$ cat src/core_config.svh
/*
 * Core sizing macros: lane, thread and register counts,
 * cache line size and the PC register index
 */

`ifndef CORE_CONFIG_SVH
`define CORE_CONFIG_SVH

// Lanes per vector register
`define VECTOR_LANES 4

// Hardware threads sharing the register file
`define NUM_THREADS 2

// Registers per bank, per thread
`define NUM_REGS 32

// One 32-bit word per lane
`define CACHE_LINE_BYTES 16

// Writing this register redirects the thread
`define REG_PC 31

`endif

$ cat src/core_pkg.sv
/*
 * Shared retire types: register words, vectors, indices,
 * memory operation and pipeline enums, decoded instruction
 */

`default_nettype none

`include "core_config.svh"

package core_pkg;

	typedef logic [31:0] scalar_t;

	// Lane 0 sits in the low bits
	typedef scalar_t [`VECTOR_LANES - 1:0] vector_t;

	typedef logic [`VECTOR_LANES - 1:0] lane_mask_t;

	typedef logic [$clog2(`NUM_THREADS) - 1:0] thread_idx_t;

	typedef logic [4:0] register_idx_t;

	// One subcycle per lane for gathers
	typedef logic [$clog2(`VECTOR_LANES) - 1:0] subcycle_t;

	// Load kinds handled at retire
	typedef enum logic [2:0]
	{
		MEM_B,
		MEM_BX,
		MEM_S,
		MEM_SX,
		MEM_L,
		MEM_BLOCK,
		MEM_GATHER
	} mem_op_t;

	// Which path caused a rollback
	typedef enum logic
	{
		PIPE_ARITH,
		PIPE_MEM
	} pipeline_sel_t;

	typedef struct packed
	{
		logic has_dest;
		logic dest_is_vector;
		register_idx_t dest_reg;
		logic is_compare;
		logic is_load;
		logic is_call;
		mem_op_t memory_op;
		subcycle_t last_subcycle;
		scalar_t pc;
	} decoded_instruction_t;

endpackage

`default_nettype wire

$ cat src/writeback_if.sv
/*
 * Registered writeback bus from the writeback stage
 * to the lane banks and the register read port
 */

`default_nettype none
`timescale 1ns/100ps

interface writeback_if import core_pkg::*; ();

	logic en;
	thread_idx_t thread;
	logic is_vector;
	register_idx_t dest_reg;
	vector_t value;
	lane_mask_t mask;

	modport stage
	(
		output en,
		output thread,
		output is_vector,
		output dest_reg,
		output value,
		output mask
	);

	modport sink
	(
		input en,
		input thread,
		input is_vector,
		input dest_reg,
		input value,
		input mask
	);

endinterface

`default_nettype wire

$ cat src/vector_lane_regfile.sv
/*
 * One vector lane's register bank for all threads
 */

`default_nettype none
`timescale 1ns/100ps

`include "core_config.svh"

module vector_lane_regfile import core_pkg::*;
#(
	parameter int LANE = 0
)
(
	input wire logic clk,
	input wire logic reset,
	writeback_if.sink wb,
	input thread_idx_t read_thread,
	input register_idx_t read_reg,
	output scalar_t read_value
);

	scalar_t regs [`NUM_THREADS][`NUM_REGS];
	logic lane_write;

	// Only vector writes with this lane's mask bit land here
	assign lane_write = wb.en && wb.is_vector && wb.mask[LANE];

	always_ff @(posedge clk, posedge reset)
	begin
		if (reset)
			regs <= '{default: '0};
		else if (lane_write)
			regs[wb.thread][wb.dest_reg] <= wb.value[LANE];
	end

	assign read_value = regs[read_thread][read_reg];

	assert property (@(posedge clk) disable iff (reset)
		lane_write |-> !$isunknown(wb.value[LANE]))
		else $error("unknown value written to lane %0d", LANE);

endmodule

`default_nettype wire

$ cat src/flat_wrapper.sv
// flat-port wrapper written by rule: the top's interface ports become plain ports
module vector_lane_regfile_flat import core_pkg::*;
#(
	parameter int LANE = 0
)
  (clk, reset, read_thread, read_reg, read_value, wb_en, wb_thread, wb_is_vector, wb_dest_reg, wb_value, wb_mask);
  writeback_if wb_i ();
  input wire logic clk;
  input wire logic reset;
  input thread_idx_t read_thread;
  input register_idx_t read_reg;
  output scalar_t read_value;
  input wire logic [$bits(wb_i.en)-1:0] wb_en;
  input wire logic [$bits(wb_i.thread)-1:0] wb_thread;
  input wire logic [$bits(wb_i.is_vector)-1:0] wb_is_vector;
  input wire logic [$bits(wb_i.dest_reg)-1:0] wb_dest_reg;
  input wire logic [$bits(wb_i.value)-1:0] wb_value;
  input wire logic [$bits(wb_i.mask)-1:0] wb_mask;
  assign wb_i.en = wb_en;
  assign wb_i.thread = wb_thread;
  assign wb_i.is_vector = wb_is_vector;
  assign wb_i.dest_reg = wb_dest_reg;
  assign wb_i.value = wb_value;
  assign wb_i.mask = wb_mask;
  vector_lane_regfile #(.LANE(LANE)) u_core (.clk(clk), .reset(reset), .wb(wb_i), .read_thread(read_thread), .read_reg(read_reg), .read_value(read_value));
endmodule
$ cat config.mk
export PLATFORM = sky130hd
export DESIGN_NAME = vector_lane_regfile_flat
export DESIGN_NICKNAME = d
export VERILOG_FILES = /design/src/core_pkg.sv /design/src/writeback_if.sv /design/src/vector_lane_regfile.sv /design/src/flat_wrapper.sv
export VERILOG_INCLUDE_DIRS = /design/src /design/src/src
export SDC_FILE = /design/constraint.sdc
export NUM_CORES = 2
export LEC_CHECK = 0
export BUFFER_PORTS_ARGS = -buffer_cell sky130_fd_sc_hd__buf_2
export CORE_UTILIZATION = 57
export DETAILED_ROUTE_END_ITERATION = 7
export GPL_TIMING_DRIVEN = 0
export HOLD_SLACK_MARGIN = 0.15
export PLACE_DENSITY = 0.8
export SYNTH_ARGS = -nofsm -noshare
export SYNTH_HDL_FRONTEND = slang
export SYNTH_SLANG_ARGS = --single-unit
$ cat constraint.sdc
create_clock -name clk -period 76 [get_ports clk]
set_clock_uncertainty 0.05 [all_clocks]
set_input_delay 15.2 -clock clk [delete_from_list [all_inputs] [get_ports clk]]
set_output_delay 15.2 -clock clk [all_outputs]
set_load 0.005 [all_outputs]
==> metrics.txt <==
hold wc startpoint=u_core.regs[1481]; reg2reg start=u_core.regs[1139]; Req. time, crit path=60.75 ns; register area share after synthesis=between 50% and 60%; Power Internal=~1.8 mW; Synth area leader=dfrtp_1; post-synth net total=5,928; I/O Buffers=45; die width=406 µm; largest net degree at the start of global routing=138; area of the mapped netlist=92,900 µm²; FMAX=28.4 MHz; Vias=approximately 60,000; final setup fails=0; RSZ-0062 raised after global routing=no; Area Growth Syn to Fin=11.0%; placed insts=8,003; drt wl/cell=38.8 µm; Initial Util=57.7%; TritonCTS Sinks=2,048; final period utilization=46.3%; hold endpoint=u_core.regs[1481]; Final nets=6,196; Setup crit start kind=input pin; share of the synthesized area in the top cell type=55.2%; min Tclk post-route=35.15 ns; Fin. Hold Viols=0; YS warnings=0; hold bufs inserted after CTS=0; Clock Latency Late Sink=0.85 ns; post-route ant nets=0; core area=161,000 µm²; Critical path origin=read_reg[2]; Fillers=11,300; clock tree buffer depth=3; EDFF count, synth=0; Setup CP Type=input pin to output pin; Reg2Reg Setup Slack=around 75 ns; Power Dens Cells=23.4 nW/µm²; Worst setup EP type=output pin; setup TNS=0 ns; Area contributors post-synth=dfrtp_1 (55%), mux2_2 (25%), mux4_2 (13%); CTS resizes=0; first-pass GRT wire length=roughly 450,000 µm; Clock power frac=42.2%; Reg2Reg Depth=1; DR vias/cell=7.12; main flop type after synthesis=dfrtp_1; synthesized area per cell=approximately 16 µm²; crit-path max cell delay=1.30 ns; Post-route DRC=0; Top cell by count, worst path=clkbuf_1; max-slew violations=159; max reg flops=2,048; VDD IR max=26.8 µV; sequence of cells on the critical path=buf_2, clkbuf_1, clkbuf_1, clkbuf_1, nand2_1, a32oi_1, a21oi_1, buf_2; Max-slew headroom=-13.2%; H-tree levels=4; worst-path maximum fanout=10; Post-synth ARST share=100%; sw power=0.612 mW; gr usage total=40.0%; antenna violations before repair=33; clk slew on worst S/H paths=0.06 ns; drt initial violations=8,753; Biggest register=u_core.regs; HP Class=flop to flop; post-detail-place hpwl=225,000 µm; Sw Ratio=~25%; GR Overflow Total=0; Top Ports=180; RR Endpoint=u_core.regs[1139]; distinct cell type count after synthesis=38; CTS Root Cell=clkbuf_16; Least-Margin Pin Slew=1.70 ns; Chip Height=406 µm; die area=165,000 µm²; Post-CTS Setup Repair Bufs=0; status=finished, violations left; fraction of layout cells with a size suffix above 1=52.3%; Lkg Pwr=49.8 nW; failing checks=max-capacitance violations, max-slew violations; Seq pwr share=48.5%; WP data arrival=19.90 ns; TritonRoute pass-1 iters=7; CP max-delay cell=clkbuf_1; worst hold margin=0.446 ns; Non-Filler Instances=8,390; Place WS=41.36 ns; GP Congestion=1.01; Worst Hold Path Cells=1; max-cap viol count=15; cells after synthesis=5,780; row count=147; WL final=roughly 330,000 µm; top flop regs=u_core.regs (2048); Final WS setup=40.85 ns; Yosys reg bits=2,048; CTS tree=yes; total CTS buffers=201; vias in the first global route=60,400; logic gate share of total power=9.3%
-- power by group through the flow --
stage | Combinational, mW | Clock, mW | Sequential [mW]
6_report | 0.224 | 1.02 | 1.17
5_1_grt | 0.230 | 1.05 | 1.17
3_3_place_gp | 0.206 | 0 | 1.19
3_5_place_dp | 0.215 | 0 | 1.19
4_1_cts | 0.216 | 1.01 | 1.17
2_1_floorplan | 0.138 | 0 | 1.19
-- logic make-up after synthesis --
logic type	share of synthesized area [%]
AO/OA/AOI/OAI	1.40
buffers and inverters	2.94
multiplexers	39.5
AND/OR/NAND/NOR	0.953
flip-flops	55.2
-- cell usage in the layout (no fill, tap or decap), drive strengths merged, types with 2 or more instances in the layout --
cell type  instances
diode             24
nand2            111
o22ai              3
mux2            2057
a22oi             80
mux2i            126
clkbuf           563
o211ai             4
a31oi              2
mux4             547
nand3b             2
nand3              6
dfrtp           2048
nor4               2
a32oi             27
nor2              61
or3b               2
buf              409
a221oi             3
and3b              2
o21ai              2
clkinvlp           6
and2               3
clkinv            35
nand2b             4
inv               10
a21oi             68
nor3b              2
nor2b              6
bufinv             8
-- cells in the mapped netlist (9+ instances only) --
master,number
buf_6,9
mux2_2,2043
buf_2,216
mux2_1,14
nor2_1,55
mux4_2,547
nand2_1,111
a21oi_1,68
mux2i_1,126
buf_1,87
dfrtp_1,2048
clkbuf_1,256
buf_4,32
a22oi_1,80
a32oi_1,27
-- worst max path at each step --
stage,to,cells past startpoint
6_report,read_value[18],8
5_1_grt,read_value[18],8
4_1_cts,read_value[18],8
3_5_place_dp,read_value[18],8
3_3_place_gp,u_core.regs[1817],2
2_1_floorplan,u_core.regs[0],1
-- critical path, delay by kind of cell --
family	cells	cell delay, ns
buffers and inverters	5	3.43
AO/OA/AOI/OAI	2	1.09
AND/OR/NAND/NOR	1	0.14
-- through the flow --
| step | power (mW) | instance area (µm²) | util (%) |
|---|---|---|---|
| 6_report | 2.41 | 103000 | 64.0 |
| 5_1_grt | 2.46 | 103000 | 64.0 |
| 4_1_cts | 2.40 | 103000 | 63.9 |
| 3_5_place_dp | 1.40 | 96300 | 59.8 |
| 3_3_place_gp | 1.40 | 95800 | 59.5 |
| 2_1_floorplan | 1.32 | 92900 | - |
-- area by class of cell --
class                      count  area [µm²]  share of cell area (%)
clock buffer                 307        5970                    5.79
tap                         2160        2700                    2.62
multi-input combinational   3127       38900                    37.7
buffer                       600        2730                    2.64
clock inverter                54         702                   0.681
inverter                       5        26.3                  0.0255
timing repair buffer          65         768                   0.745
sequential                  2048       51200                    49.7
antenna                       24        60.1                  0.0582
-- routing by layer --
layer | wire [µm] | track usage [%]
met5 | 406 | 1.28
met4 | 24000 | 25.1
met1 | 117000 | 51.7
met3 | 47200 | 17.4
met2 | 137000 | 55.3
Note: power is estimated with default switching activity, not from simulation.
