### src/core_config.svh
/*
 * Core sizing macros: lane, thread and register counts,
 * cache line size and the PC register index
 */

`ifndef CORE_CONFIG_SVH
`define CORE_CONFIG_SVH

// Lanes per vector register
`define VECTOR_LANES 4

// Hardware threads sharing the register file
`define NUM_THREADS 2

// Registers per bank, per thread
`define NUM_REGS 32

// One 32-bit word per lane
`define CACHE_LINE_BYTES 16

// Writing this register redirects the thread
`define REG_PC 31

`endif

### src/core_pkg.sv
/*
 * Shared retire types: register words, vectors, indices,
 * memory operation and pipeline enums, decoded instruction
 */

`default_nettype none

`include "core_config.svh"

package core_pkg;

	typedef logic [31:0] scalar_t;

	// Lane 0 sits in the low bits
	typedef scalar_t [`VECTOR_LANES - 1:0] vector_t;

	typedef logic [`VECTOR_LANES - 1:0] lane_mask_t;

	typedef logic [$clog2(`NUM_THREADS) - 1:0] thread_idx_t;

	typedef logic [4:0] register_idx_t;

	// One subcycle per lane for gathers
	typedef logic [$clog2(`VECTOR_LANES) - 1:0] subcycle_t;

	// Load kinds handled at retire
	typedef enum logic [2:0]
	{
		MEM_B,
		MEM_BX,
		MEM_S,
		MEM_SX,
		MEM_L,
		MEM_BLOCK,
		MEM_GATHER
	} mem_op_t;

	// Which path caused a rollback
	typedef enum logic
	{
		PIPE_ARITH,
		PIPE_MEM
	} pipeline_sel_t;

	typedef struct packed
	{
		logic has_dest;
		logic dest_is_vector;
		register_idx_t dest_reg;
		logic is_compare;
		logic is_load;
		logic is_call;
		mem_op_t memory_op;
		subcycle_t last_subcycle;
		scalar_t pc;
	} decoded_instruction_t;

endpackage

`default_nettype wire

### src/writeback_if.sv
/*
 * Registered writeback bus from the writeback stage
 * to the lane banks and the register read port
 */

`default_nettype none
`timescale 1ns/100ps

interface writeback_if import core_pkg::*; ();

	logic en;
	thread_idx_t thread;
	logic is_vector;
	register_idx_t dest_reg;
	vector_t value;
	lane_mask_t mask;

	modport stage
	(
		output en,
		output thread,
		output is_vector,
		output dest_reg,
		output value,
		output mask
	);

	modport sink
	(
		input en,
		input thread,
		input is_vector,
		input dest_reg,
		input value,
		input mask
	);

endinterface

`default_nettype wire

### src/register_read_port.sv
/*
 * Scalar register bank and the register read mux
 */

`default_nettype none
`timescale 1ns/100ps

`include "core_config.svh"

module register_read_port import core_pkg::*;
(
	input wire logic clk,
	input wire logic reset,
	writeback_if.sink wb,
	input vector_t lane_values,
	input thread_idx_t read_thread,
	input register_idx_t read_reg,
	input wire logic read_is_vector,
	output vector_t read_value
);

	scalar_t scalar_regs [`NUM_THREADS][`NUM_REGS];

	// Scalar results always come in lane 0
	always_ff @(posedge clk, posedge reset)
	begin
		if (reset)
			scalar_regs <= '{default: '0};
		else if (wb.en && !wb.is_vector)
			scalar_regs[wb.thread][wb.dest_reg] <= wb.value[0];
	end

	// Scalars are broadcast across all lanes
	assign read_value = read_is_vector ? lane_values
		: {`VECTOR_LANES{scalar_regs[read_thread][read_reg]}};

endmodule

`default_nettype wire

### src/flat_wrapper.sv
// flat-port wrapper written by rule: the top's interface ports become plain ports
module register_read_port_flat import core_pkg::*;
  (clk, reset, lane_values, read_thread, read_reg, read_is_vector, read_value, wb_en, wb_thread, wb_is_vector, wb_dest_reg, wb_value, wb_mask);
  writeback_if wb_i ();
  input wire logic clk;
  input wire logic reset;
  input vector_t lane_values;
  input thread_idx_t read_thread;
  input register_idx_t read_reg;
  input wire logic read_is_vector;
  output vector_t read_value;
  input wire logic [$bits(wb_i.en)-1:0] wb_en;
  input wire logic [$bits(wb_i.thread)-1:0] wb_thread;
  input wire logic [$bits(wb_i.is_vector)-1:0] wb_is_vector;
  input wire logic [$bits(wb_i.dest_reg)-1:0] wb_dest_reg;
  input wire logic [$bits(wb_i.value)-1:0] wb_value;
  input wire logic [$bits(wb_i.mask)-1:0] wb_mask;
  assign wb_i.en = wb_en;
  assign wb_i.thread = wb_thread;
  assign wb_i.is_vector = wb_is_vector;
  assign wb_i.dest_reg = wb_dest_reg;
  assign wb_i.value = wb_value;
  assign wb_i.mask = wb_mask;
  register_read_port u_core (.clk(clk), .reset(reset), .wb(wb_i), .lane_values(lane_values), .read_thread(read_thread), .read_reg(read_reg), .read_is_vector(read_is_vector), .read_value(read_value));
endmodule
### config.mk
export PLATFORM = sky130hd
export DESIGN_NAME = register_read_port_flat
export DESIGN_NICKNAME = d
export VERILOG_FILES = /design/src/core_pkg.sv /design/src/writeback_if.sv /design/src/register_read_port.sv /design/src/flat_wrapper.sv
export VERILOG_INCLUDE_DIRS = /design/src /design/src/src
export SDC_FILE = /design/constraint.sdc
export NUM_CORES = 2
export LEC_CHECK = 0
export ABC_AREA = 1
export BUFFER_PORTS_ARGS = -buffer_cell sky130_fd_sc_hd__clkbuf_2
export CAP_MARGIN = 20
export CORE_MARGIN = 4
export CORE_UTILIZATION = 62
export DETAILED_ROUTE_END_ITERATION = 12
export PLACE_DENSITY_LB_ADDON = 0.12
export SLEW_MARGIN = 10
export SYNTH_ARGS = -nofsm -noshare
export SYNTH_HDL_FRONTEND = slang
export SYNTH_SLANG_ARGS = --single-unit
### constraint.sdc
create_clock -name clk -period 87.5 [get_ports clk]
set_input_delay 4.375 -clock clk [delete_from_list [all_inputs] [get_ports clk]]
set_output_delay 4.375 -clock clk [all_outputs]
set_load 0.01 [all_outputs]
==> impl_metrics.env <==
export IMPL_worst_ep_required_time_ns=83.13
export IMPL_placementRows=142
export IMPL_grt_pass1_wl_um=448000
export IMPL_cts_root_buf="clkbuf_16"
export IMPL_drtIter0Drc=11048
export IMPL_drive_gt1_share_pct=7.71
export IMPL_first_global_vias=79057
export IMPL_synth_seq_cells=2048
export IMPL_clock_fmax_mhz=69.3
export IMPL_die_h_um=396
export IMPL_globalplace_congestion=0.833
export IMPL_timing_final_crit_share_pct=16.5
export IMPL_peakVddDrop_v=0.0000209
export IMPL_min_path_cells=2
export IMPL_top_register="u_core.scalar_regs"
export IMPL_start_util_pct=62.4
export IMPL_leakage_nw=46.9
export IMPL_die_w_um=396
export IMPL_cts_buffers=205
export IMPL_syn_nets=12048
export IMPL_cp_end_kind="output pin"
export IMPL_clk_pin_slew_worst_paths_ns=0.06
export IMPL_tightest_slew_ns=1.17
export IMPL_drtAntennaViolNets=0
export IMPL_synth_cell_types=16
export IMPL_synthFlopType="dfrtp_1"
export IMPL_drt_first_pass_iters=6
export IMPL_die_area_um2=157000
export IMPL_drv_slew=0
export IMPL_clock_latency_ns=0.82
export IMPL_critPathMaxFanout=141
export IMPL_cts_resized=0
export IMPL_power_density_nw_per_um2=21.4
export IMPL_syn_inst=11771
export IMPL_cts_tree="yes"
export IMPL_gr_total_overflow=0
export IMPL_coreArea_um2=150000
export IMPL_htreeDepth=4
export IMPL_num_vias=82771
export IMPL_setup_viol=0
export IMPL_cts_hold_buf=0
export IMPL_hold_viol_final=0
export IMPL_avgSynthCellArea_um2=7.95
export IMPL_wl_per_cell_um=21.0
export IMPL_pin_count=405
export IMPL_status="finished, final reports clean"
export IMPL_area_delta_synth_final_pct=8.25
export IMPL_rsz0062_at_grt="false"
export IMPL_synth_warnings=0
export IMPL_dpl_hpwl_um=149000
export IMPL_maxCapViolCount=0
export IMPL_fin_skew_ns=0
export IMPL_syn_area_um2=93500
export IMPL_track_usage_pct=36.1
export IMPL_synth_edf_count=0
export IMPL_start_kind="input pin"
export IMPL_antenna_found_initial=3
export IMPL_grt_max_degree=260
export IMPL_largest_reg_flops=2048
export IMPL_cp_arrival_ns=10.06
export IMPL_numPortBuffers=304
export IMPL_yosysSeqAreaShare_pct=54.8
export IMPL_nets=11673
export IMPL_cts_setup_buffers=0
export IMPL_clock_path_buffers=3
export IMPL_criticalPathCategory="input pin to output pin"
export IMPL_drc_errors=0
export IMPL_reg_top3="u_core.scalar_regs: 2048 flops"
export IMPL_routed_wl_um=285000
export IMPL_rr_worst_depth=2
export IMPL_relSlewSlack_pct=21.8
export IMPL_cts_sinks=2048
export IMPL_hp_class="register to register"
export IMPL_fin_crit_ns=14.44
export IMPL_via_per_inst=6.10
export IMPL_fin_tns_setup_ns=0
export IMPL_synth_async_reset_ratio_pct=100
export IMPL_fin_hold_ws_ns=0.482
-- power breakdown --
part	total (mW)	internal (mW)	switching [mW]
clock network	0.871	0.499	0.372
registers	1.07	1.02	0.0414
logic	0.233	0.0739	0.159
-- stage by stage --
step / utilization [%] / setup WS (ns) / area (µm²) / instances / total power [mW]
floorplan: - / 25.28 / 93500 / 11771 / 1.25
global placement: 63.0 / 73.25 / 94400 / 13195 / 1.30
detailed placement: 63.0 / 73.28 / 94400 / 13195 / 1.31
CTS: 67.4 / 73.26 / 101000 / 13561 / 2.17
global route: 67.5 / 72.93 / 101000 / 13572 / 2.26
finish: 67.5 / 73.06 / 101000 / 13573 / 2.17
-- logic make-up (layout without fill, tap and decap cells) --
family,count (synthesis),in the layout,share of synthesized area (%)
AND/OR/NAND/NOR,6584,6584,29.1
other,0,2,0
AO/OA/AOI/OAI,2048,2048,11.0
buffers and inverters,1091,875,5.15
flip-flops,2048,2048,54.8
-- cells in the mapped netlist, types with 2 or more instances --
library cell	count	area (µm²)
buf_6	16	180
nand3_1	1895	9480
clkinv_1	32	120
dfrtp_1	2048	51200
inv_2	2	7.51
clkbuf_1	661	2480
nand3_2	24	240
nand2_1	4631	17400
inv_1	12	45.0
buf_1	37	139
nor2_1	34	128
o21ai_0	2048	10200
buf_8	2	30.0
buf_2	262	1310
buf_4	66	495
-- layout by cell type, fill, tap and decap left out, types with 29 or more instances in the layout --
| master | n |
|---|---|
| clkbuf_8 | 50 |
| dfrtp_1 | 2048 |
| nand2_2 | 64 |
| clkbuf_1 | 59 |
| nand2_1 | 4567 |
| clkbuf_16 | 206 |
| nand3_1 | 1895 |
| buf_4 | 142 |
| o21ai_0 | 2048 |
| nor2_1 | 32 |
| clkinv_2 | 29 |
| clkbuf_2 | 298 |
-- path summary, 6_finish.rpt --
path | slack (ns) | endpoint | from
max in group asynchronous | 79.78 | u_core.scalar_regs[1761] | reset
setup / recovery | 73.06 | read_value[42] | read_reg[0]
hold / removal | 0.48 | u_core.scalar_regs[949] | u_core.scalar_regs[949]
hold reg to reg | 0.48 | u_core.scalar_regs[949] | u_core.scalar_regs[949]
setup reg to reg | 86.74 | u_core.scalar_regs[1307] | u_core.scalar_regs[1307]
min in group asynchronous | 3.68 | u_core.scalar_regs[496] | reset
-- layer usage --
layer	global-route usage, %	routed length (µm)	vias up
li1	-	-	37779
met1	49.2	114000	40140
met2	56.8	130000	4204
met3	5.72	25800	646
met4	18.4	15200	2
met5	0	11	-
-- worst max-delay path: stages --
cell and delay, ns:
buf_8 0.17, inv_8 0.69, buf_4 0.71, buf_4 0.88, buf_4 0.78, buf_4 0.85, nand3_1 0.19, nand3_1 0.14
nand2_1 0.13, nand2_1 0.08, nand3_1 0.10, nand3_1 0.12, nand2_1 0.06, nand2_1 0.18, nand2_1 0.08, clkbuf_2 0.13
-- layout make-up --
| class | count | area [µm²] |
|---|---|---|
| Tap cell | 2016 | 2520 |
| Fill cell | 12483 | 48700 |
| Sequential cell | 2048 | 51200 |
| Antenna cell | 2 | 5.00 |
| Clock inverter | 51 | 556 |
| Inverter | 47 | 221 |
| Clock buffer | 315 | 6060 |
| Multi-Input combinational cell | 8632 | 37700 |
| Timing Repair Buffer | 462 | 2990 |
No activity file was read; power rests on OpenSTA's default activity.
