File: config.mk
export PLATFORM = sky130hd
export DESIGN_NAME = writeback_stage_flat
export DESIGN_NICKNAME = d
export VERILOG_FILES = /design/src/core_pkg.sv /design/src/writeback_if.sv /design/src/load_aligner.sv /design/src/writeback_stage.sv /design/src/flat_wrapper.sv
export VERILOG_INCLUDE_DIRS = /design/src /design/src/src
export SDC_FILE = /design/constraint.sdc
export NUM_CORES = 1
export LEC_CHECK = 0
export ABC_AREA = 1
export BUFFER_PORTS_ARGS = -buffer_cell sky130_fd_sc_hd__buf_2
export CAP_MARGIN = 20
export CORE_AREA = 2 2 305 307
export CTS_CLUSTER_SIZE = 12
export DETAILED_ROUTE_END_ITERATION = 7
export DIE_AREA = 0 0 307 309
export GPL_ROUTABILITY_DRIVEN = 1
export PLACE_DENSITY = 0.3
export SETUP_SLACK_MARGIN = 0.2
export SYNTH_ARGS = -nofsm -noshare
export SYNTH_HDL_FRONTEND = slang
export SYNTH_SLANG_ARGS = --single-unit
export TNS_END_PERCENT = 20
File: constraint.sdc
create_clock -name clk -period 1.3 [get_ports clk]
set_input_delay 0.065 -clock clk [delete_from_list [all_inputs] [get_ports clk]]
set_output_delay 0.065 -clock clk [all_outputs]
set_load 0.1 [all_outputs]
File: src/core_config.svh
/*
 * Core sizing macros: lane, thread and register counts,
 * cache line size and the PC register index
 */

`ifndef CORE_CONFIG_SVH
`define CORE_CONFIG_SVH

// Lanes per vector register
`define VECTOR_LANES 4

// Hardware threads sharing the register file
`define NUM_THREADS 2

// Registers per bank, per thread
`define NUM_REGS 32

// One 32-bit word per lane
`define CACHE_LINE_BYTES 16

// Writing this register redirects the thread
`define REG_PC 31

`endif

File: src/core_pkg.sv
/*
 * Shared retire types: register words, vectors, indices,
 * memory operation and pipeline enums, decoded instruction
 */

`default_nettype none

`include "core_config.svh"

package core_pkg;

	typedef logic [31:0] scalar_t;

	// Lane 0 sits in the low bits
	typedef scalar_t [`VECTOR_LANES - 1:0] vector_t;

	typedef logic [`VECTOR_LANES - 1:0] lane_mask_t;

	typedef logic [$clog2(`NUM_THREADS) - 1:0] thread_idx_t;

	typedef logic [4:0] register_idx_t;

	// One subcycle per lane for gathers
	typedef logic [$clog2(`VECTOR_LANES) - 1:0] subcycle_t;

	// Load kinds handled at retire
	typedef enum logic [2:0]
	{
		MEM_B,
		MEM_BX,
		MEM_S,
		MEM_SX,
		MEM_L,
		MEM_BLOCK,
		MEM_GATHER
	} mem_op_t;

	// Which path caused a rollback
	typedef enum logic
	{
		PIPE_ARITH,
		PIPE_MEM
	} pipeline_sel_t;

	typedef struct packed
	{
		logic has_dest;
		logic dest_is_vector;
		register_idx_t dest_reg;
		logic is_compare;
		logic is_load;
		logic is_call;
		mem_op_t memory_op;
		subcycle_t last_subcycle;
		scalar_t pc;
	} decoded_instruction_t;

endpackage

`default_nettype wire

File: src/writeback_if.sv
/*
 * Registered writeback bus from the writeback stage
 * to the lane banks and the register read port
 */

`default_nettype none
`timescale 1ns/100ps

interface writeback_if import core_pkg::*; ();

	logic en;
	thread_idx_t thread;
	logic is_vector;
	register_idx_t dest_reg;
	vector_t value;
	lane_mask_t mask;

	modport stage
	(
		output en,
		output thread,
		output is_vector,
		output dest_reg,
		output value,
		output mask
	);

	modport sink
	(
		input en,
		input thread,
		input is_vector,
		input dest_reg,
		input value,
		input mask
	);

endinterface

`default_nettype wire

File: src/load_aligner.sv
/*
 * Load data aligner: word select from a cache line, byte and
 * halfword alignment with extension, block byte swap
 */

`default_nettype none
`timescale 1ns/100ps

`include "core_config.svh"

module load_aligner import core_pkg::*;
(
	input wire logic [`CACHE_LINE_BYTES * 8 - 1:0] line,
	input scalar_t request_addr,
	input mem_op_t memory_op,
	output scalar_t aligned_value,
	output vector_t block_value
);

	localparam int LINE_WORDS = `CACHE_LINE_BYTES / 4;
	localparam int WORD_IDX_BITS = $clog2(LINE_WORDS);

	scalar_t line_word;
	logic [7:0] byte_aligned;
	logic [15:0] half_aligned;

	// Word 0 is the most significant word of the line
	assign line_word = line[(LINE_WORDS - 1 - request_addr[2+:WORD_IDX_BITS]) * 32+:32];

	always_comb
	begin
		case (request_addr[1:0])
			2'd0: byte_aligned = line_word[31:24];
			2'd1: byte_aligned = line_word[23:16];
			2'd2: byte_aligned = line_word[15:8];
			default: byte_aligned = line_word[7:0];
		endcase
	end

	// Halfword comes out little-endian
	always_comb
	begin
		if (request_addr[1])
			half_aligned = {line_word[7:0], line_word[15:8]};
		else
			half_aligned = {line_word[23:16], line_word[31:24]};
	end

	always_comb
	begin
		case (memory_op)
			MEM_B: aligned_value = {24'd0, byte_aligned};
			MEM_BX: aligned_value = {{24{byte_aligned[7]}}, byte_aligned};
			MEM_S: aligned_value = {16'd0, half_aligned};
			MEM_SX: aligned_value = {{16{half_aligned[15]}}, half_aligned};

			// Word loads and gathers take the full swapped word
			default: aligned_value = {line_word[7:0], line_word[15:8],
				line_word[23:16], line_word[31:24]};
		endcase
	end

	// Every lane of a block load gets its bytes reversed
	genvar word;
	generate
		for (word = 0; word < LINE_WORDS; word++)
		begin : swap
			assign block_value[word] = {line[word * 32+:8], line[word * 32 + 8+:8],
				line[word * 32 + 16+:8], line[word * 32 + 24+:8]};
		end
	endgenerate

endmodule

`default_nettype wire

File: src/writeback_stage.sv
/*
 * Writeback stage: rollback selection, load result routing,
 * compare collection and the registered writeback
 */

`default_nettype none
`timescale 1ns/100ps

`include "core_config.svh"

module writeback_stage import core_pkg::*;
(
	input wire logic clk,
	input wire logic reset,

	// Single-cycle arithmetic path
	input wire logic sx_instruction_valid,
	input decoded_instruction_t sx_instruction,
	input vector_t sx_result,
	input thread_idx_t sx_thread_idx,
	input lane_mask_t sx_mask_value,
	input wire logic sx_rollback_en,
	input scalar_t sx_rollback_pc,
	input subcycle_t sx_subcycle,

	// Multi-cycle arithmetic path
	input wire logic mx_instruction_valid,
	input decoded_instruction_t mx_instruction,
	input vector_t mx_result,
	input thread_idx_t mx_thread_idx,
	input lane_mask_t mx_mask_value,
	input subcycle_t mx_subcycle,

	// Memory path
	input wire logic dd_instruction_valid,
	input decoded_instruction_t dd_instruction,
	input thread_idx_t dd_thread_idx,
	input lane_mask_t dd_mask_value,
	input subcycle_t dd_subcycle,
	input scalar_t dd_request_addr,
	input wire logic [`CACHE_LINE_BYTES * 8 - 1:0] dd_load_line,

	output logic wb_rollback_en,
	output thread_idx_t wb_rollback_thread_idx,
	output scalar_t wb_rollback_pc,
	output pipeline_sel_t wb_rollback_pipeline,
	output subcycle_t wb_rollback_subcycle,

	writeback_if.stage wb,
	output logic wb_is_last_subcycle
);

	scalar_t aligned_value;
	vector_t block_value;
	lane_mask_t sx_compare_bits;
	lane_mask_t mx_compare_bits;
	lane_mask_t gather_lane;
	logic next_en;
	logic next_is_last;
	thread_idx_t next_thread;
	logic next_is_vector;
	register_idx_t next_reg;
	vector_t next_value;
	lane_mask_t next_mask;

	load_aligner load_aligner_inst
	(
		.line(dd_load_line),
		.request_addr(dd_request_addr),
		.memory_op(dd_instruction.memory_op),
		.aligned_value(aligned_value),
		.block_value(block_value)
	);

	// Not registered, so the following instruction never takes effect
	always_comb
	begin
		wb_rollback_en = 1'b0;
		wb_rollback_thread_idx = '0;
		wb_rollback_pc = '0;
		wb_rollback_pipeline = PIPE_ARITH;
		wb_rollback_subcycle = '0;
		if (sx_instruction_valid && sx_instruction.has_dest
			&& sx_instruction.dest_reg == `REG_PC)
		begin
			wb_rollback_en = 1'b1;
			wb_rollback_thread_idx = sx_thread_idx;
			wb_rollback_pc = sx_result[0];
		end
		else if (dd_instruction_valid && dd_instruction.has_dest
			&& dd_instruction.dest_reg == `REG_PC)
		begin
			wb_rollback_en = 1'b1;
			wb_rollback_thread_idx = dd_thread_idx;
			wb_rollback_pc = aligned_value;
			wb_rollback_pipeline = PIPE_MEM;
		end
		else if (sx_instruction_valid)
		begin
			wb_rollback_en = sx_rollback_en;
			wb_rollback_thread_idx = sx_thread_idx;
			wb_rollback_pc = sx_rollback_pc;
			wb_rollback_subcycle = sx_subcycle;
		end
	end

	// Bit 0 of each lane forms the compare mask
	genvar lane;
	generate
		for (lane = 0; lane < `VECTOR_LANES; lane++)
		begin : collect_compare
			assign sx_compare_bits[lane] = sx_result[lane][0];
			assign mx_compare_bits[lane] = mx_result[lane][0];
		end
	endgenerate

	// Gathers fill lanes from the top down
	assign gather_lane = lane_mask_t'(1) << (`VECTOR_LANES - 1 - dd_subcycle);

	always_comb
	begin
		next_en = 1'b0;
		next_is_last = 1'b0;
		next_thread = '0;
		next_is_vector = 1'b0;
		next_reg = '0;
		next_value = '0;
		next_mask = '0;
		if (mx_instruction_valid)
		begin
			next_en = mx_instruction.has_dest && !wb_rollback_en;
			next_is_last = mx_subcycle == mx_instruction.last_subcycle;
			next_thread = mx_thread_idx;
			next_is_vector = mx_instruction.dest_is_vector;
			next_reg = mx_instruction.dest_reg;
			next_mask = mx_mask_value;
			if (mx_instruction.is_compare)
				next_value[0] = scalar_t'(mx_compare_bits);
			else
				next_value = mx_result;
		end
		else if (sx_instruction_valid)
		begin
			// A call still writes its link register
			next_en = sx_instruction.is_call || (sx_instruction.has_dest && !wb_rollback_en);
			next_is_last = sx_subcycle == sx_instruction.last_subcycle;
			next_thread = sx_thread_idx;
			next_is_vector = sx_instruction.dest_is_vector;
			next_reg = sx_instruction.dest_reg;
			next_mask = sx_mask_value;
			if (sx_instruction.is_compare)
				next_value[0] = scalar_t'(sx_compare_bits);
			else
				next_value = sx_result;
		end
		else if (dd_instruction_valid)
		begin
			next_en = dd_instruction.has_dest && !wb_rollback_en;
			next_is_last = dd_subcycle == dd_instruction.last_subcycle;
			next_thread = dd_thread_idx;
			next_is_vector = dd_instruction.dest_is_vector;
			next_reg = dd_instruction.dest_reg;
			case (dd_instruction.memory_op)
				MEM_BLOCK:
				begin
					next_value = block_value;
					next_mask = dd_mask_value;
				end
				MEM_GATHER:
				begin
					next_value = {`VECTOR_LANES{aligned_value}};
					next_mask = gather_lane & dd_mask_value;
				end
				default:
				begin
					next_value = {`VECTOR_LANES{aligned_value}};
					next_mask = '1;
				end
			endcase
		end
	end

	always_ff @(posedge clk, posedge reset)
	begin
		if (reset)
		begin
			wb.en <= 1'b0;
			wb_is_last_subcycle <= 1'b0;
		end
		else
		begin
			wb.en <= next_en;
			wb_is_last_subcycle <= next_is_last;
		end
	end

	always_ff @(posedge clk)
	begin
		wb.thread <= next_thread;
		wb.is_vector <= next_is_vector;
		wb.dest_reg <= next_reg;
		wb.value <= next_value;
		wb.mask <= next_mask;
	end

	assert property (@(posedge clk) disable iff (reset)
		$onehot0({sx_instruction_valid, mx_instruction_valid, dd_instruction_valid}))
		else $error("more than one retire source valid");

	assert property (@(posedge clk) disable iff (reset)
		dd_instruction_valid && dd_instruction.is_load |-> dd_instruction.has_dest)
		else $error("load without destination");

	assert property (@(posedge clk) disable iff (reset)
		dd_instruction_valid && dd_instruction.is_load
		&& dd_instruction.memory_op inside {MEM_B, MEM_BX, MEM_S, MEM_SX, MEM_L}
		|-> !dd_instruction.dest_is_vector)
		else $error("scalar load into vector register");

	assert property (@(posedge clk) disable iff (reset)
		dd_instruction_valid && dd_instruction.is_load && dd_instruction.memory_op == MEM_BLOCK
		|-> dd_instruction.dest_is_vector)
		else $error("block load into scalar register");

	// A PC load redirects only once all its subcycles are done
	assert property (@(posedge clk) disable iff (reset)
		dd_instruction_valid && dd_instruction.is_load && dd_instruction.has_dest
		&& dd_instruction.dest_reg == `REG_PC
		|-> dd_subcycle == dd_instruction.last_subcycle)
		else $error("PC load before last subcycle");

endmodule

`default_nettype wire

File: src/flat_wrapper.sv
// flat-port wrapper written by rule: the top's interface ports become plain ports
module writeback_stage_flat import core_pkg::*;
  (clk, reset, sx_instruction_valid, sx_instruction, sx_result, sx_thread_idx, sx_mask_value, sx_rollback_en, sx_rollback_pc, sx_subcycle, mx_instruction_valid, mx_instruction, mx_result, mx_thread_idx, mx_mask_value, mx_subcycle, dd_instruction_valid, dd_instruction, dd_thread_idx, dd_mask_value, dd_subcycle, dd_request_addr, dd_load_line, wb_rollback_en, wb_rollback_thread_idx, wb_rollback_pc, wb_rollback_pipeline, wb_rollback_subcycle, wb_is_last_subcycle, wb_en, wb_thread, wb_is_vector, wb_dest_reg, wb_value, wb_mask);
  writeback_if wb_i ();
  input wire logic clk;
  input wire logic reset;
  input wire logic sx_instruction_valid;
  input decoded_instruction_t sx_instruction;
  input vector_t sx_result;
  input thread_idx_t sx_thread_idx;
  input lane_mask_t sx_mask_value;
  input wire logic sx_rollback_en;
  input scalar_t sx_rollback_pc;
  input subcycle_t sx_subcycle;
  input wire logic mx_instruction_valid;
  input decoded_instruction_t mx_instruction;
  input vector_t mx_result;
  input thread_idx_t mx_thread_idx;
  input lane_mask_t mx_mask_value;
  input subcycle_t mx_subcycle;
  input wire logic dd_instruction_valid;
  input decoded_instruction_t dd_instruction;
  input thread_idx_t dd_thread_idx;
  input lane_mask_t dd_mask_value;
  input subcycle_t dd_subcycle;
  input scalar_t dd_request_addr;
  input wire logic [`CACHE_LINE_BYTES * 8 - 1:0] dd_load_line;
  output logic wb_rollback_en;
  output thread_idx_t wb_rollback_thread_idx;
  output scalar_t wb_rollback_pc;
  output pipeline_sel_t wb_rollback_pipeline;
  output subcycle_t wb_rollback_subcycle;
  output logic wb_is_last_subcycle;
  output wire logic [$bits(wb_i.en)-1:0] wb_en;
  output wire logic [$bits(wb_i.thread)-1:0] wb_thread;
  output wire logic [$bits(wb_i.is_vector)-1:0] wb_is_vector;
  output wire logic [$bits(wb_i.dest_reg)-1:0] wb_dest_reg;
  output wire logic [$bits(wb_i.value)-1:0] wb_value;
  output wire logic [$bits(wb_i.mask)-1:0] wb_mask;
  assign wb_en = wb_i.en;
  assign wb_thread = wb_i.thread;
  assign wb_is_vector = wb_i.is_vector;
  assign wb_dest_reg = wb_i.dest_reg;
  assign wb_value = wb_i.value;
  assign wb_mask = wb_i.mask;
  writeback_stage u_core (.clk(clk), .reset(reset), .sx_instruction_valid(sx_instruction_valid), .sx_instruction(sx_instruction), .sx_result(sx_result), .sx_thread_idx(sx_thread_idx), .sx_mask_value(sx_mask_value), .sx_rollback_en(sx_rollback_en), .sx_rollback_pc(sx_rollback_pc), .sx_subcycle(sx_subcycle), .mx_instruction_valid(mx_instruction_valid), .mx_instruction(mx_instruction), .mx_result(mx_result), .mx_thread_idx(mx_thread_idx), .mx_mask_value(mx_mask_value), .mx_subcycle(mx_subcycle), .dd_instruction_valid(dd_instruction_valid), .dd_instruction(dd_instruction), .dd_thread_idx(dd_thread_idx), .dd_mask_value(dd_mask_value), .dd_subcycle(dd_subcycle), .dd_request_addr(dd_request_addr), .dd_load_line(dd_load_line), .wb_rollback_en(wb_rollback_en), .wb_rollback_thread_idx(wb_rollback_thread_idx), .wb_rollback_pc(wb_rollback_pc), .wb_rollback_pipeline(wb_rollback_pipeline), .wb_rollback_subcycle(wb_rollback_subcycle), .wb(wb_i), .wb_is_last_subcycle(wb_is_last_subcycle));
endmodule
==> results of run 1 <==
stage by stage:
step           worst slack (ps)  cell area (µm²)  std cells  hold WS (ps)
6_report                   -498            25600       4326          4.77
3_5_place_dp              -1040            18100       3868         -72.8
3_3_place_gp              -1000            18100       3868         -75.3
5_1_grt                    -559            25600       4324          9.51
2_1_floorplan              -711            10900       1869          -194
4_1_cts                    -520            23700       4279         0.628
repair_timing:
action,CTS,global route
endpoints found under the hold margin,143,0
resized for setup,287,424
endpoints found under the setup margin,306,307
hold buffers,342,0
pin swaps,74,77
buffers inserted,31,31
gates cloned,6,3
cells in the final DEF, fill, tap and decap left out, drive strengths merged:
master,Yosys,final
a211oi,4,4
a21oi,23,23
nand2,1213,1213
diode,0,13
nor2,61,61
dfrtp,2,2
dlygate4sd3,0,342
o21ai,92,92
bufinv,0,2
nand4,2,2
clkinv,1,5
inv,44,53
nand3,132,132
nor3,3,3
a21boi,9,9
dfxtp,139,139
xor2,3,3
clkbuf,61,23
clkinvlp,0,1
o22ai,6,6
o22a,1,1
o31ai,1,1
o211ai,3,3
a31oi,4,4
a22oi,12,12
buf,53,991
worst max-delay path, delay by kind of cell:
| family | cells | cell delay, ps |
|---|---|---|
| buffers and inverters | 6 | 860 |
| AND/OR/NAND/NOR | 10 | 750 |
cell families after synthesis:
group	synth area share [%]
DFF	27.9
and+or+nand+nor	55.9
buffers and inverters	7.52
AOI/OAI and AO/OA	8.50
xor gates and xnor gates	0.258
power groups by stage:
stage | logic, W | clock network (W) | registers [W]
after floorplan | 0.00258 | 0 | 0.00754
after global placement | 0.00893 | 0 | 0.00490
after detailed placement | 0.00890 | 0 | 0.00489
after CTS | 0.0105 | 0.00585 | 0.00480
after global routing | 0.0119 | 0.00595 | 0.00487
final | 0.0113 | 0.00556 | 0.00483
Yosys cell counts:
cell	instances	area share (%)
a21boi_1	9	0.66
a211oi_1	4	0.30
nor2_1	59	2.2
o22a_1	1	0.086
nand2_2	23	1.4
o22ai_1	6	0.37
nand2_1	1189	44
o21ai_0	61	3.0
nor3_2	3	0.30
xor2_1	3	0.26
clkinv_1	1	0.037
dfrtp_1	2	0.49
nand4_1	1	0.062
o31ai_1	1	0.074
nand2_4	1	0.11
a31oi_1	4	0.25
clkbuf_1	61	2.3
buf_6	11	1.2
a22oi_1	12	0.89
a21oi_1	23	1.1
buf_2	32	1.6
o211ai_1	3	0.22
inv_1	37	1.4
nand4_4	1	0.21
buf_8	1	0.15
nor2_4	1	0.11
o21ai_1	31	1.5
nor2_2	1	0.062
inv_2	7	0.26
nand3_2	21	2.1
buf_4	9	0.66
nand3_1	111	5.5
dfxtp_1	139	27
worst max path at each step:
stage / to / slack (ps) / from / cells past startpoint
3_5_place_dp: u_core.wb.value[67] / -1040 / dd_request_addr[2] / 16
3_3_place_gp: u_core.wb.value[65] / -1000 / dd_request_addr[2] / 16
2_1_floorplan: wb_rollback_pc[0] / -710 / sx_instruction[44] / 5
4_1_cts: wb_rollback_pc[20] / -520 / dd_request_addr[2] / 15
5_1_grt: wb_rollback_pc[13] / -560 / dd_request_addr[3] / 13
6_report: wb_rollback_pc[23] / -500 / dd_request_addr[2] / 16
per-layer routing:
| layer | wire length, µm | up-vias |
|---|---|---|
| met3 | 5560 | 117 |
| met1 | 42200 | 7645 |
| met5 | 302 | - |
| met2 | 41200 | 461 |
| met4 | 1890 | 46 |
| li1 | - | 8351 |
cell type report:
cell class                      count  area share, %
Antenna cell                       13          0.127
Clock buffer                       17           1.66
Clock inverter                     15          0.700
Inverter                           45          0.798
Multi-Input combinational cell   1569           35.5
Sequential cell                   141           11.1
Tap cell                         1186           5.81
Timing Repair Buffer             1339           44.3
Timing Repair inverter              1         0.0343
==> results.md, run 1 <==
| Quantity | This run |
|:---|:---|
| Status | complete, but fails checks |
| Violated checks | negative setup slack |
| Placer congestion estimate | 0.844 |
| Final layout net count | 3730 |
| Overall fraction of global-route tracks in use | 18.8% |
| Part of the power in the clock network | 25.7% |
| Footprint of the multi-input gates | 0.00906 mm² |
| Delay of the slowest critical-path stage | 170 ps |
| Antenna violations before repair | 52 |
| Cell area after technology mapping | 0.0102 mm² |
| Via count of the first global-routing pass | 17166 |
| Maximum number of pins on one net before global-route repair | 64 |
| Setup CP Type | primary input to output pin |
| Cell internal power dissipation | 0.0118 W |
| Core occupancy in the finished layout | 28.0% |
| Maximum Capacitance Violations | 0 |
| Layout cell share with drive strength beyond 1 | 46.9% |
| Max IR drop VDD | 1110 µV |
| Hold Crit Depth | 7 |
| Met3 Resource Use GR | 5.62% |
| Chip Height | 309 µm |
| DRC | 0 |
| Highest attainable clock frequency | 556 MHz |
| Leakage power of the design | 13.2 nW |
| Critical-path cell with the highest stage delay | buf_12 |
| Series of cell instances along the critical path | buf_16 -> buf_12 -> nand2_4 -> nand3_4 -> nand2_4 -> nand2_4 -> nand3_4 -> nand2_4 -> nand2_8 -> buf_12 -> buf_16 -> nand3_4 -> buf_6 -> nand2_2 -> nand3_4 -> buf_12 |
| Setup Viol. Count Final | 230 |
| DRT antenna net count | 0 |
| Crit start category | primary input |
| Detail Placement HPWL | 76000 µm |
| Maximum count of clock buffers along a single path | 2 |
| Register area | 0.00285 mm² |
| Comb power frac | 52.0% |
| Largest register FFs | 128 |
| Core area | 0.0914 mm² |
| CP arrival | 1730 ps |
| Switching Power | 0.00990 W |
| Required time of the worst setup path | 1240 ps |
| Warning count from the yosys run | 0 |
| Overflow after GRT | 0 |
| Total Negative Setup Slacks | -22860 ps |
| Most congested layer reported by global routing | met2 |
| Total count of max-transition violations in the final report | 0 |
| Wire length per cell | 21.1 µm |
| Synthesized area per cell | 5.44 µm² |
| Portion of the clock cycle consumed by the worst path in the final layout | 138% |
| Cell area power density | 847 mW/mm² |
| Via/cell ratio | 3.84 |
| Switching power as a share of total power | 45.7% |
| Max Fanout on Critical Path | 7 |
| Sum of internal, switching and leakage power | 0.0217 W |
| Min-delay src | dd_load_line[65] |
| Sequential-to-total area share from yosys stat | 27.9% |
| Met1 capacity usage during global routing | 24.7% |
| Global-route wire length before repair | 125000 µm |
| Headroom to the max-slew limit | 64.4% |
| CTS root buffer | clkbuf_16 |
| Overall die width | 307 µm |
| Crit. End Element | output pin |
| Sink of the worst hold path | u_core.wb.value[89] |
| CTS tree | yes |
| Detailed-router iteration count before antenna repair | 5 |
| I/O pin cnt | 794 |
| First-iteration detailed-routing DRC count | 745 |
| Unique cell type count in the Yosys netlist | 33 |
| Number of levels the H-tree was split into | 4 |
| Final-report hold violation count | 0 |
| P&R area growth vs syn | 151% |
| Number of buffers created by CTS | 17 |
| Number of rows created at floorplan | 111 |
| Synthesized netlist net count | 2485 |
| Area enclosed by the die boundary | 0.0949 mm² |
| Global-route track usage on met2 | 29.6% |
| Total wire length after detailed routing | 91100 µm |
| Buffers on Ports | 657 |
| Final Worst Setup Slack | -498 ps |
| Num Clock Sinks | 141 |
| Min-delay worst type | primary input to flip-flop |
| Sequential group share of total power | 22.3% |
| Number of synthesized register bits | 141 |
| Clock transition at the registers of the reported paths | 80 ps |
| Filler Cell Count | 10315 |
| Setup repair after global routing missed its margin | true |
| Effective utilization at floorplan | 11.1% |
| Actual slew at the worst max-slew pin | 537 ps |
| Cells after Synth | 1869 |
| Vias after detailed routing | 16620 |
| Min cycle time layout | 1800 ps |
Note: power is estimated with default switching activity, not from simulation.
==> inputs of run 2 (changes only) <==
- BUFFER_PORTS_ARGS: -buffer_cell sky130_fd_sc_hd__buf_2 -> -buffer_cell sky130_fd_sc_hd__clkbuf_2
- SKIP_CTS_REPAIR_TIMING: default -> 1
==> run 2 against run 1 <==
  * The flow finishes with violations (negative hold slack, negative setup slack)
  * Global-route usage is 0.87 points lower
  * Total power is 2.6% lower
  * Cell count is 2.0% lower
  * Sequential share of layout area is 0.71 points higher
  * Sequential power hardly changed
  * Combinational power is 7% lower
  * Wire length is 2.0% lower
  * Critical path depth stayed put
  * Clock power is 4.0% higher
  * Design area is 6.4% lower
  * Critical path type unchanged
==> results.md, run 2 (same netlist as run 1, synthesis figures left out) <==
| Quantity | This run |
|:---|:---|
| Status | complete, but fails checks |
| Violated checks | negative hold slack, negative setup slack |
| DRC | 0 |
| Number of levels the H-tree was split into | 4 |
| Total wire length after detailed routing | 89300 µm |
| Final Worst Setup Slack | -592 ps |
| Switching Power | 0.00945 W |
| Cell internal power dissipation | 0.0116 W |
| I/O pin cnt | 794 |
| Series of cell instances along the critical path | buf_16 -> inv_12 -> buf_12 -> nand2_1 -> nand3_2 -> nand3_2 -> nand2_2 -> nand2_4 -> nand2_8 -> nand2_8 -> buf_6 -> nand3_4 -> buf_6 -> a22oi_2 -> o21ai_4 -> buf_12 |
| Effective utilization at floorplan | 11.1% |
| Wire length per cell | 21.1 µm |
| Largest delay contributor family on the critical path | buffers and inverters |
| CTS tree | yes |
| Actual slew at the worst max-slew pin | 575 ps |
| Detailed-router iteration count before antenna repair | 5 |
| Setup CP Type | primary input to output pin |
| Cell area power density | 882 mW/mm² |
| DRT antenna net count | 0 |
| Post-route insts no fill | 4239 |
| Total count of max-transition violations in the final report | 0 |
| Overall die width | 307 µm |
| Global-route track usage on met2 | 28.0% |
| Min-delay worst type | primary input to flip-flop |
| Min cycle time layout | 1890 ps |
| Vias after detailed routing | 16054 |
| Final Hold Slack | -41.4 ps |
| Delay of the slowest critical-path stage | 190 ps |
| CP arrival | 1830 ps |
| Detail Placement HPWL | 75400 µm |
| Maximum count of clock buffers along a single path | 2 |
| Core occupancy in the finished layout | 26.2% |
| Overall fraction of global-route tracks in use | 17.9% |
| P&R area growth vs syn | 135% |
| Crit. End Element | output pin |
| Critical-path cell with the highest stage delay | buf_12 |
| Buffers on Ports | 657 |
| Comb power frac | 49.8% |
| Highest attainable clock frequency | 529 MHz |
| CTS root buffer | clkbuf_16 |
| Num Clock Sinks | 141 |
| Sequential group share of total power | 22.8% |
| Max Fanout on Critical Path | 8 |
| Leading cell type in the layout, fill and taps excluded | nand2_1 |
| Chip Height | 309 µm |
| Required time of the worst setup path | 1240 ps |
| Area enclosed by the die boundary | 0.0949 mm² |
| Highest-count cells in the layout ignoring fill and taps | nand2_1, clkbuf_2, dlygate4sd3_1, buf_4, dfxtp_1 |
| Max IR drop VDD | 1140 µV |
| Most congested layer reported by global routing | met2 |
| First-iteration detailed-routing DRC count | 860 |
| Area of placed instances | 0.0182 mm² |
| Final layout net count | 3653 |
| Via/cell ratio | 3.79 |
| Summed area of non-filler cells in the final layout | 0.0239 mm² |
| Sum of internal, switching and leakage power | 0.0211 W |
| Leakage power of the design | 12.5 nW |
| Total instance count after detailed placement | 3867 |
| Count of buffering cells on the critical path with inverters included | 6 |
| Part of the power in the clock network | 27.4% |
| Overflow after GRT | 0 |
| Setup Viol. Count Final | 210 |
| Switching power as a share of total power | 44.8% |
| Final-report hold violation count | 11 |
| Crit start category | primary input |
| Core area | 0.0914 mm² |
| Maximum number of pins on one net before global-route repair | 62 |
| Portion of the clock cycle consumed by the worst path in the final layout | 146% |
| Placer congestion estimate | 0.841 |
| Met3 Resource Use GR | 5.30% |
| Number of buffers created by CTS | 17 |
| Largest register FFs | 128 |
| Headroom to the max-slew limit | 61.8% |
| Setup repair after global routing missed its margin | true |
| Maximum Capacitance Violations | 0 |
| Via count of the first global-routing pass | 15243 |
| Clock transition at the registers of the reported paths | 70 ps |
| Global-route wire length before repair | 118000 µm |
| Met1 capacity usage during global routing | 23.7% |
| Antenna violations before repair | 28 |
| Number of rows created at floorplan | 111 |
| Layout cell share with drive strength beyond 1 | 44.2% |
-- run 2: cell types whose count changed in the layout (fill, tap and decap cells not counted), sizes merged --
cell         delta
buf           -582
bufinv          +2
clkbuf        +564
clkinv          -3
clkinvlp        +3
diode          -10
dlygate4sd3    -56
inv             -6
nand2           +1
-- run 2: cell type report --
| cell class | instances | area [µm²] |
|---|---|---|
| Antenna cell | 3 | 7.51 |
| Clock inverter | 12 | 184 |
| Timing Repair Buffer | 1262 | 10300 |
| Sequential cell | 141 | 2830 |
| Clock buffer | 20 | 447 |
| Multi-Input combinational cell | 1570 | 8460 |
| Inverter | 45 | 209 |
| Fill cell | 10415 | 67500 |
| Tap cell | 1186 | 1480 |
-- run 2: per-stage QoR --
step / setup slack, ps / TNS, ps
after floorplan: -711 / -14500
after global placement: -1030 / -136540
after detailed placement: -1060 / -138830
after CTS: -924 / -72940
after global routing: -642 / -40750
final: -592 / -23880
-- run 2: power groups by stage --
stage          logic, W  registers (W)  clock network, W
2_1_floorplan   0.00258        0.00754                 0
3_3_place_gp    0.00901        0.00492                 0
3_5_place_dp    0.00898        0.00491                 0
4_1_cts         0.00900        0.00482           0.00609
5_1_grt          0.0111        0.00485           0.00619
6_report         0.0105        0.00482           0.00578
-- run 2: per-layer routing --
layer | part of all wire, % | up-vias
met2 | 45 | 431
li1 | - | 8167
met5 | 0.28 | -
met3 | 6.0 | 93
met1 | 47 | 7325
met4 | 2.1 | 38
-- run 2: final timing paths --
| check | start | endpoint | slack [ps] | cells past startpoint |
|---|---|---|---|---|
| setup / recovery | dd_request_addr[2] | wb_rollback_pc[31] | -590 | 16 |
| max in group asynchronous | reset | u_core.wb.en | 710 | 4 |
| hold / removal | mx_result[3] | u_core.wb.value[3] | -40 | 5 |
| min in group asynchronous | reset | u_core.wb_is_last_subcycle | 480 | 4 |
